File: src/source/rv_pkg.sv
`default_nettype none

package rv_pkg;

    localparam int num_gprs = 32;
    localparam int gpr_id_bits = $clog2(num_gprs);
    localparam int operand_bits = 32;

    typedef logic [gpr_id_bits-1:0] t_gpr_id;

    typedef enum logic [1:0] {
        op_none = 2'd0,
        op_reg  = 2'd1,
        op_imm  = 2'd2
    } t_optype;

    // register view of the operand word, number in the low bits
    typedef struct packed {
        logic [operand_bits-gpr_id_bits-1:0] rsvd;
        t_gpr_id                             gpr;
    } t_reg_word;

    // same word read as register or immediate, chosen by optype
    typedef union packed {
        t_reg_word               reg_id;
        logic [operand_bits-1:0] imm;
    } t_operand_val;

    typedef struct packed {
        t_optype      optype;
        t_operand_val val;
    } t_operand;

    typedef struct packed {
        t_operand   dst;
        t_operand   src1;
        t_operand   src2;
        logic [7:0] simid;
    } t_uinstr;

endpackage

`default_nettype wire

File: src/source/rename_pkg.sv
`default_nettype none

package rename_pkg;

    localparam int num_pregs = 64;
    localparam int preg_id_bits = $clog2(num_pregs);

    // pregs not mapped at reset, handed out from first_free upward
    localparam int num_free = 32;
    localparam int first_free = num_pregs - num_free;
    localparam int free_ptr_bits = $clog2(num_free);

    localparam int prf_num_reads = 2;
    localparam int prf_num_writes = 2;

    typedef logic [preg_id_bits-1:0] t_preg_id;
    typedef logic [31:0] t_reg_data;
    typedef logic [free_ptr_bits-1:0] t_free_ptr;

    typedef struct packed {
        t_preg_id  pdst;
        t_reg_data data;
    } t_prf_wr_pkt;

    typedef struct packed {
        t_preg_id pdst;
        t_preg_id psrc1;
        logic     psrc1_pend;
        t_preg_id psrc2;
        logic     psrc2_pend;
        logic     alloc;
    } t_rename_pkt;

endpackage

`default_nettype wire

File: src/source/free_list.sv
`timescale 1ns/10ps
`default_nettype none

module free_list
    import rename_pkg::*;
(
    input  logic     clk,
    input  logic     reset,

    input  logic     alloc,
    output t_preg_id alloc_id,
    output logic     empty,

    input  logic     free_en,
    input  t_preg_id free_preg
);

t_preg_id                 ids_q [num_free-1:0];
t_free_ptr                head_q;
t_free_ptr                tail_q;
logic [free_ptr_bits:0]   count_q;
logic                     full;

// head entry is offered before the pop
assign alloc_id = ids_q[head_q];
assign empty = count_q == '0;
assign full = count_q == (free_ptr_bits + 1)'(num_free);

always_ff @(posedge clk) begin
    if (reset) begin
        head_q <= '0;
        tail_q <= '0;
        count_q <= (free_ptr_bits + 1)'(num_free);
        for (int i = 0; i < num_free; i++) begin
            ids_q[i] <= t_preg_id'(first_free + i);
        end
    end else begin
        if (alloc) begin
            head_q <= head_q + 1'b1;
        end
        if (free_en) begin
            ids_q[tail_q] <= free_preg;
            tail_q <= tail_q + 1'b1;
        end
        // pop and push together leave the count alone
        case ({alloc, free_en})
            2'b10:   count_q <= count_q - 1'b1;
            2'b01:   count_q <= count_q + 1'b1;
            default: count_q <= count_q;
        endcase
    end
end

a_no_alloc_empty: assert property (
    @(posedge clk) disable iff (reset)
    alloc |-> !empty
) else $error("free list popped while empty");

// a push into a full list is only legal alongside a pop
a_no_push_full: assert property (
    @(posedge clk) disable iff (reset)
    free_en |-> (!full || alloc)
) else $error("free list pushed while full");

endmodule

`default_nettype wire

File: src/source/map_table.sv
`timescale 1ns/10ps
`default_nettype none

module map_table
    import rv_pkg::*, rename_pkg::*;
(
    input  logic     clk,
    input  logic     reset,

    input  t_operand src1,
    input  t_operand src2,
    output t_preg_id psrc1,
    output t_preg_id psrc2,
    output logic     psrc1_pend,
    output logic     psrc2_pend,

    input  logic     upd_en,
    input  t_gpr_id  upd_gpr,
    input  t_preg_id upd_preg,

    input  logic     wr_en   [prf_num_writes-1:0],
    input  t_preg_id wr_pdst [prf_num_writes-1:0]
);

t_preg_id             map_q [num_gprs-1:0];
logic [num_pregs-1:0] pend_q;
logic [num_pregs-1:0] pend_wr_clr;
logic [num_pregs-1:0] pend_byp;
logic [num_pregs-1:0] pend_set;

t_operand             src       [1:0];
t_preg_id             psrc      [1:0];
logic                 psrc_pend [1:0];

// writebacks this cycle
always_comb begin
    pend_wr_clr = '0;
    for (int w = 0; w < prf_num_writes; w++) begin
        if (wr_en[w]) begin
            pend_wr_clr[wr_pdst[w]] = 1'b1;
        end
    end
end

// lookups see the clear of a same-cycle write
assign pend_byp = pend_q & ~pend_wr_clr;
assign pend_set = {{(num_pregs - 1){1'b0}}, upd_en} << upd_preg;

assign src[0] = src1;
assign src[1] = src2;

always_comb begin
    for (int s = 0; s < 2; s++) begin
        psrc[s] = '0;
        psrc_pend[s] = 1'b0;
        // x0 and non-register operands stay at preg 0
        if (src[s].optype == op_reg && src[s].val.reg_id.gpr != '0) begin
            psrc[s] = map_q[src[s].val.reg_id.gpr];
            psrc_pend[s] = pend_byp[psrc[s]];
        end
    end
end

assign psrc1 = psrc[0];
assign psrc2 = psrc[1];
assign psrc1_pend = psrc_pend[0];
assign psrc2_pend = psrc_pend[1];

always_ff @(posedge clk) begin
    if (reset) begin
        for (int i = 0; i < num_gprs; i++) begin
            map_q[i] <= t_preg_id'(i);
        end
        pend_q <= '0;
    end else begin
        if (upd_en) begin
            map_q[upd_gpr] <= upd_preg;
        end
        pend_q <= pend_byp | pend_set;
    end
end

a_upd_not_x0: assert property (
    @(posedge clk) disable iff (reset)
    upd_en |-> upd_gpr != '0
) else $error("map update targets x0");

// a preg coming off the free list must have been written back
a_alloc_not_pend: assert property (
    @(posedge clk) disable iff (reset)
    upd_en |-> !pend_q[upd_preg]
) else $error("allocated preg still pending");

endmodule

`default_nettype wire

File: src/source/rename.sv
`timescale 1ns/10ps
`default_nettype none

module rename
    import rv_pkg::*, rename_pkg::*;
(
    input  logic        clk,
    input  logic        reset,

    input  logic        valid_rn0,
    input  t_uinstr     uinstr_rn0,
    output logic        stall_rn0,

    input  logic        wr_en  [prf_num_writes-1:0],
    input  t_prf_wr_pkt wr_pkt [prf_num_writes-1:0],

    input  logic        free_en,
    input  t_preg_id    free_preg,

    output logic        valid_rn1,
    output t_uinstr     uinstr_rn1,
    output t_rename_pkt rename_rn1
);

t_gpr_id     dst_gpr;
logic        need_pdst;
logic        alloc;
logic        accept;
logic        fl_empty;
t_preg_id    alloc_id;
t_preg_id    psrc1;
t_preg_id    psrc2;
logic        psrc1_pend;
logic        psrc2_pend;
t_preg_id    wr_pdst [prf_num_writes-1:0];
t_rename_pkt rename_rn0;

assign dst_gpr = uinstr_rn0.dst.val.reg_id.gpr;
assign need_pdst = uinstr_rn0.dst.optype == op_reg && dst_gpr != '0;

assign stall_rn0 = valid_rn0 & need_pdst & fl_empty;
assign accept = valid_rn0 & ~stall_rn0;
assign alloc = accept & need_pdst;

always_comb begin
    for (int w = 0; w < prf_num_writes; w++) begin
        wr_pdst[w] = wr_pkt[w].pdst;
    end
end

free_list u_free_list (
    .clk       (clk),
    .reset     (reset),
    .alloc     (alloc),
    .alloc_id  (alloc_id),
    .empty     (fl_empty),
    .free_en   (free_en),
    .free_preg (free_preg)
);

// lookups use the map as it was before this instruction
map_table u_map_table (
    .clk        (clk),
    .reset      (reset),
    .src1       (uinstr_rn0.src1),
    .src2       (uinstr_rn0.src2),
    .psrc1      (psrc1),
    .psrc2      (psrc2),
    .psrc1_pend (psrc1_pend),
    .psrc2_pend (psrc2_pend),
    .upd_en     (alloc),
    .upd_gpr    (dst_gpr),
    .upd_preg   (alloc_id),
    .wr_en      (wr_en),
    .wr_pdst    (wr_pdst)
);

always_comb begin
    rename_rn0.pdst = alloc ? alloc_id : '0;
    rename_rn0.psrc1 = psrc1;
    rename_rn0.psrc1_pend = psrc1_pend;
    rename_rn0.psrc2 = psrc2;
    rename_rn0.psrc2_pend = psrc2_pend;
    rename_rn0.alloc = alloc;
end

always_ff @(posedge clk) begin
    if (reset) begin
        valid_rn1 <= 1'b0;
    end else begin
        valid_rn1 <= accept;
    end
end

// payload only moves on acceptance
always_ff @(posedge clk) begin
    if (accept) begin
        uinstr_rn1 <= uinstr_rn0;
        rename_rn1 <= rename_rn0;
    end
end

endmodule

`default_nettype wire

File: config.mk
export PLATFORM = sky130hd
export DESIGN_NAME = rename
export DESIGN_NICKNAME = d
export VERILOG_FILES = /design/src/source/rv_pkg.sv /design/src/source/rename_pkg.sv /design/src/source/free_list.sv /design/src/source/map_table.sv /design/src/source/rename.sv
export SDC_FILE = /design/constraint.sdc
export NUM_CORES = 1
export LEC_CHECK = 0
export BUFFER_PORTS_ARGS = -buffer_cell sky130_fd_sc_hd__buf_2
export CAP_MARGIN = 10
export CORE_UTILIZATION = 25
export CTS_BUF_LIST = sky130_fd_sc_hd__clkbuf_8
export DETAILED_ROUTE_END_ITERATION = 10
export PLACE_DENSITY = 0.43
export SYNTH_ARGS = -nofsm -noshare
export SYNTH_HDL_FRONTEND = slang
export SYNTH_SLANG_ARGS = --single-unit
File: constraint.sdc
create_clock -name clk -period 16.85 [get_ports clk]
set_input_delay 1.685 -clock clk [delete_from_list [all_inputs] [get_ports clk]]
set_output_delay 1.685 -clock clk [all_outputs]
set_load 0.02 [all_outputs]
==> results.ini <==
[logic_synthesis]
top_ff_cell_synth = edfxtp_1
asyncSetResetFlopFracSynth_pct = 0
synthesized_flop_and_latch_total = 601
synth_top_cell_by_area = edfxtp_1
synthTopCellsByArea = edfxtp_1 (54%), mux4_2 (9.3%), dfxtp_1 (6.0%)
area_share_of_the_largest_cell_type_after_synthesis_pct = 53.9
synth.cells.most_frequent = edfxtp_1 (515), nand2_1 (323), nor2_1 (245)
post_synth.cell_area_avg_sq_um = 12.6
seq_total_area_yosys_pct = 59.9
synth_edf_count = 515
most_frequently_used_cell_type_in_the_post_synthesis_netlist = edfxtp_1
synthesis_warning_total = 0
postSynthCellCount = 2284
synth.distinct_cells = 64
netlist_area_sq_mm = 0.0287

[job]
drv_cap = 0

[die]
dieArea_sq_mm = 0.116
num_io_pins = 331
design.core.area_sq_mm = 0.113
fp.dieW_um = 341
start_util_pct = 25.4
die-height_um = 341
floorplan_row_count = 123

[power_and_ir_drop]
power.density_cell_area_mw_per_mm2 = 99.3
power.total_mw = 3.33
standby_leakage_power_nw = 11.1
vdd.ir_drop.worst_mv = 0.0557

[timing]
worst_slack_setup_final_ns = 11.54
rsz0062_at_grt = false
top_achievable_clock_speed_ghz = 0.188
report.final.hold_viol_count = 0
worst_slew_pin_slew_ns = 1.33
period_minus_slack_ns = 5.31
final-max-slew-violation-count = 0
post-route-period-util_pct = 31.5
final.setup_skew_ns = 0.0708
fin_tns_setup_ns = 0
final_setup_violating_endpoints = 0
worst_slew_margin_pct = 10.9

[placed_design]
numPortBuffers = 266
post_placement_setup_slack_ns = 10.84
dp.cells = 3934
gpl.final_weighted_congestion = 0.879
hpwl_um = 64500

[critical_path]
r2r_cells = 9
timing.critical_path.fanout_max = 6
timing.critical_path.cells = buf_2 > inv_1 > or4_1 > nor4_1 > inv_1 > nor2_1 > buf_2
crit_buf_inv = 4
timing.critical_path.slowest_stage_cell = nor4_1
critPathLaunchType = input pin
arrival_ns = 3.63
critical_path_class = input pin to output pin
crit_required_ns = 15.16
rrSetupSlack_ns = 12.26
cp.depth = 7
worst_setup_path_end_kind = output pin
cp_top_family = simple AND/OR/NAND/NOR gates
r2r_end = u_map_table.pend_q[57]
critPathMaxStageDelay_ns = 0.49

[worst_hold_path]
hold-path-endpoint = u_map_table.pend_q[38]
hold_path_class = register to register
holdPathStages = 2
hp-start = u_map_table.pend_q[38]

[layout]
fillerInstances = 11600
area.growth.synth_to_final_pct = 16.8
number_of_cells_in_the_finished_layout_apart_from_fillers = 4133
final_layout_size_suffix_gt1_share_pct = 23.7
layout.core_utilization_pct = 29.6
design.final.nets = 2753

[detailed_routing]
routed_wire_length_per_instance_um = 23.3
drt-pass1-iter-count = 5
detail_route.wirelength_um = 96300
final_antenna_net_count = 0
route.vias.total = 20300
route.detailed.vias_per_inst = 4.91
initialDrtViolationCount = 1580
detail_route.drc_violations = 0

[clock_network]
cts_htree_levels = 3
clk-insertion-delay-late_ns = 0.76
post_cts_hold_buffer_count = 0
cts.reportedPaths.clkPinSlew_ns = 0.07
post_cts_resize_count = 0
cts.path.max_buffers = 3
clk_root_buffer_cell = clkbuf_8
numClockSinks = 601
cts_made_buffers = 105
cts_tree = done
postcts_setup_bufs = 0

[global_route]
first_pass_grt_wire_length_um = 139000
track_usage_pct = 16.2
via_count_of_the_first_global_routing_pass = 20500
largest_net_degree_at_the_start_of_global_routing = 89
grt_overflow_total = 0
antenna_found_initial = 7

[status]
run_status = completed

==> layout make-up <==
class                   count  area, sq um  area share, %
well taps                1500         1880           5.60
flip-flops and latches    601        17200           51.3
inverters                  21         78.8          0.235
clock buffers             113         1560           4.64
repair buffers            304         1620           4.85
diodes                      3         7.51         0.0224
multi-input cells        1510        10800           32.1
clock inverters            81          400           1.20
==> cell families (layout without fill, tap and decap cells) <==
group	count (synthesis)	in the layout	share of synthesized area (%)
fa+ha+maj	12	12	0.549
buf+inv	178	519	2.83
other cells	1	9	0.0131
compound gates	279	279	6.29
flops	601	601	59.9
mux	276	276	15.0
xor+xnor	13	13	0.397
simple gates	924	924	15.1
==> per-layer routing <==
metal | track usage (%) | routed length, um
met3 | 2.74 | 6050
met5 | 0 | 31
met1 | 21.3 | 41400
met2 | 27.3 | 46500
met4 | 4.66 | 2330
==> power breakdown <==
group | switching [mW] | internal, mW
logic | 0.253 | 0.119
registers | 0.0212 | 1.66
clock network | 0.641 | 0.636
total | 0.916 | 2.41
==> worst max path at each step <==
| stage | slack, ns | end | start |
|---|---|---|---|
| 2_1_floorplan | 8.33 | rename_rn1[0] | uinstr_rn0[80] |
| 3_3_place_gp | 10.83 | rename_rn1[8] | uinstr_rn0[42] |
| 3_5_place_dp | 10.84 | rename_rn1[1] | uinstr_rn0[8] |
| 4_1_cts | 11.39 | stall_rn0 | valid_rn0 |
| 5_1_grt | 11.31 | stall_rn0 | valid_rn0 |
| 6_report | 11.54 | stall_rn0 | valid_rn0 |
==> cells in the final DEF (no fill, tap or decap), types with 47 or more instances in the layout <==
cell type and count:
nor2_1 243, nand2_1 321, and2_1 47, edfxtp_1 515, nor3_1 52, or3_1 65
dfxtp_1 84, buf_2 263, inv_1 49, nand2b_1 53, mux2i_1 140, clkbuf_8 113
mux4_2 118, a21oi_1 83, a22oi_1 73
==> tightest hold or removal path, delay by kind of cell (launching register included) <==
kind	cells	cell delay, ns
compound gates	1	0.07
simple gates	1	0.08
flops	1	0.30
==> flip-flops by register name, summed over array words and instances, names as in the netlist, named ones only <==
name / count
u_map_table.map_q: 192
u_free_list.head_q: 5
valid_rn1: 1
uinstr_rn1: 110
u_free_list.count_q: 6
u_free_list.ids_q: 192
u_map_table.pend_q: 64
rename_rn1: 21
u_free_list.tail_q: 5
==> through the flow <==
stage                     instance area, sq um  hold slack, ns
after floorplan                          28700           0.459
after global placement                   31500           0.483
after detailed placement                 31500           0.492
after CTS                                33500           0.501
after global routing                     33500           0.525
final                                    33500           0.498
Power figures use the tool's default switching activity.
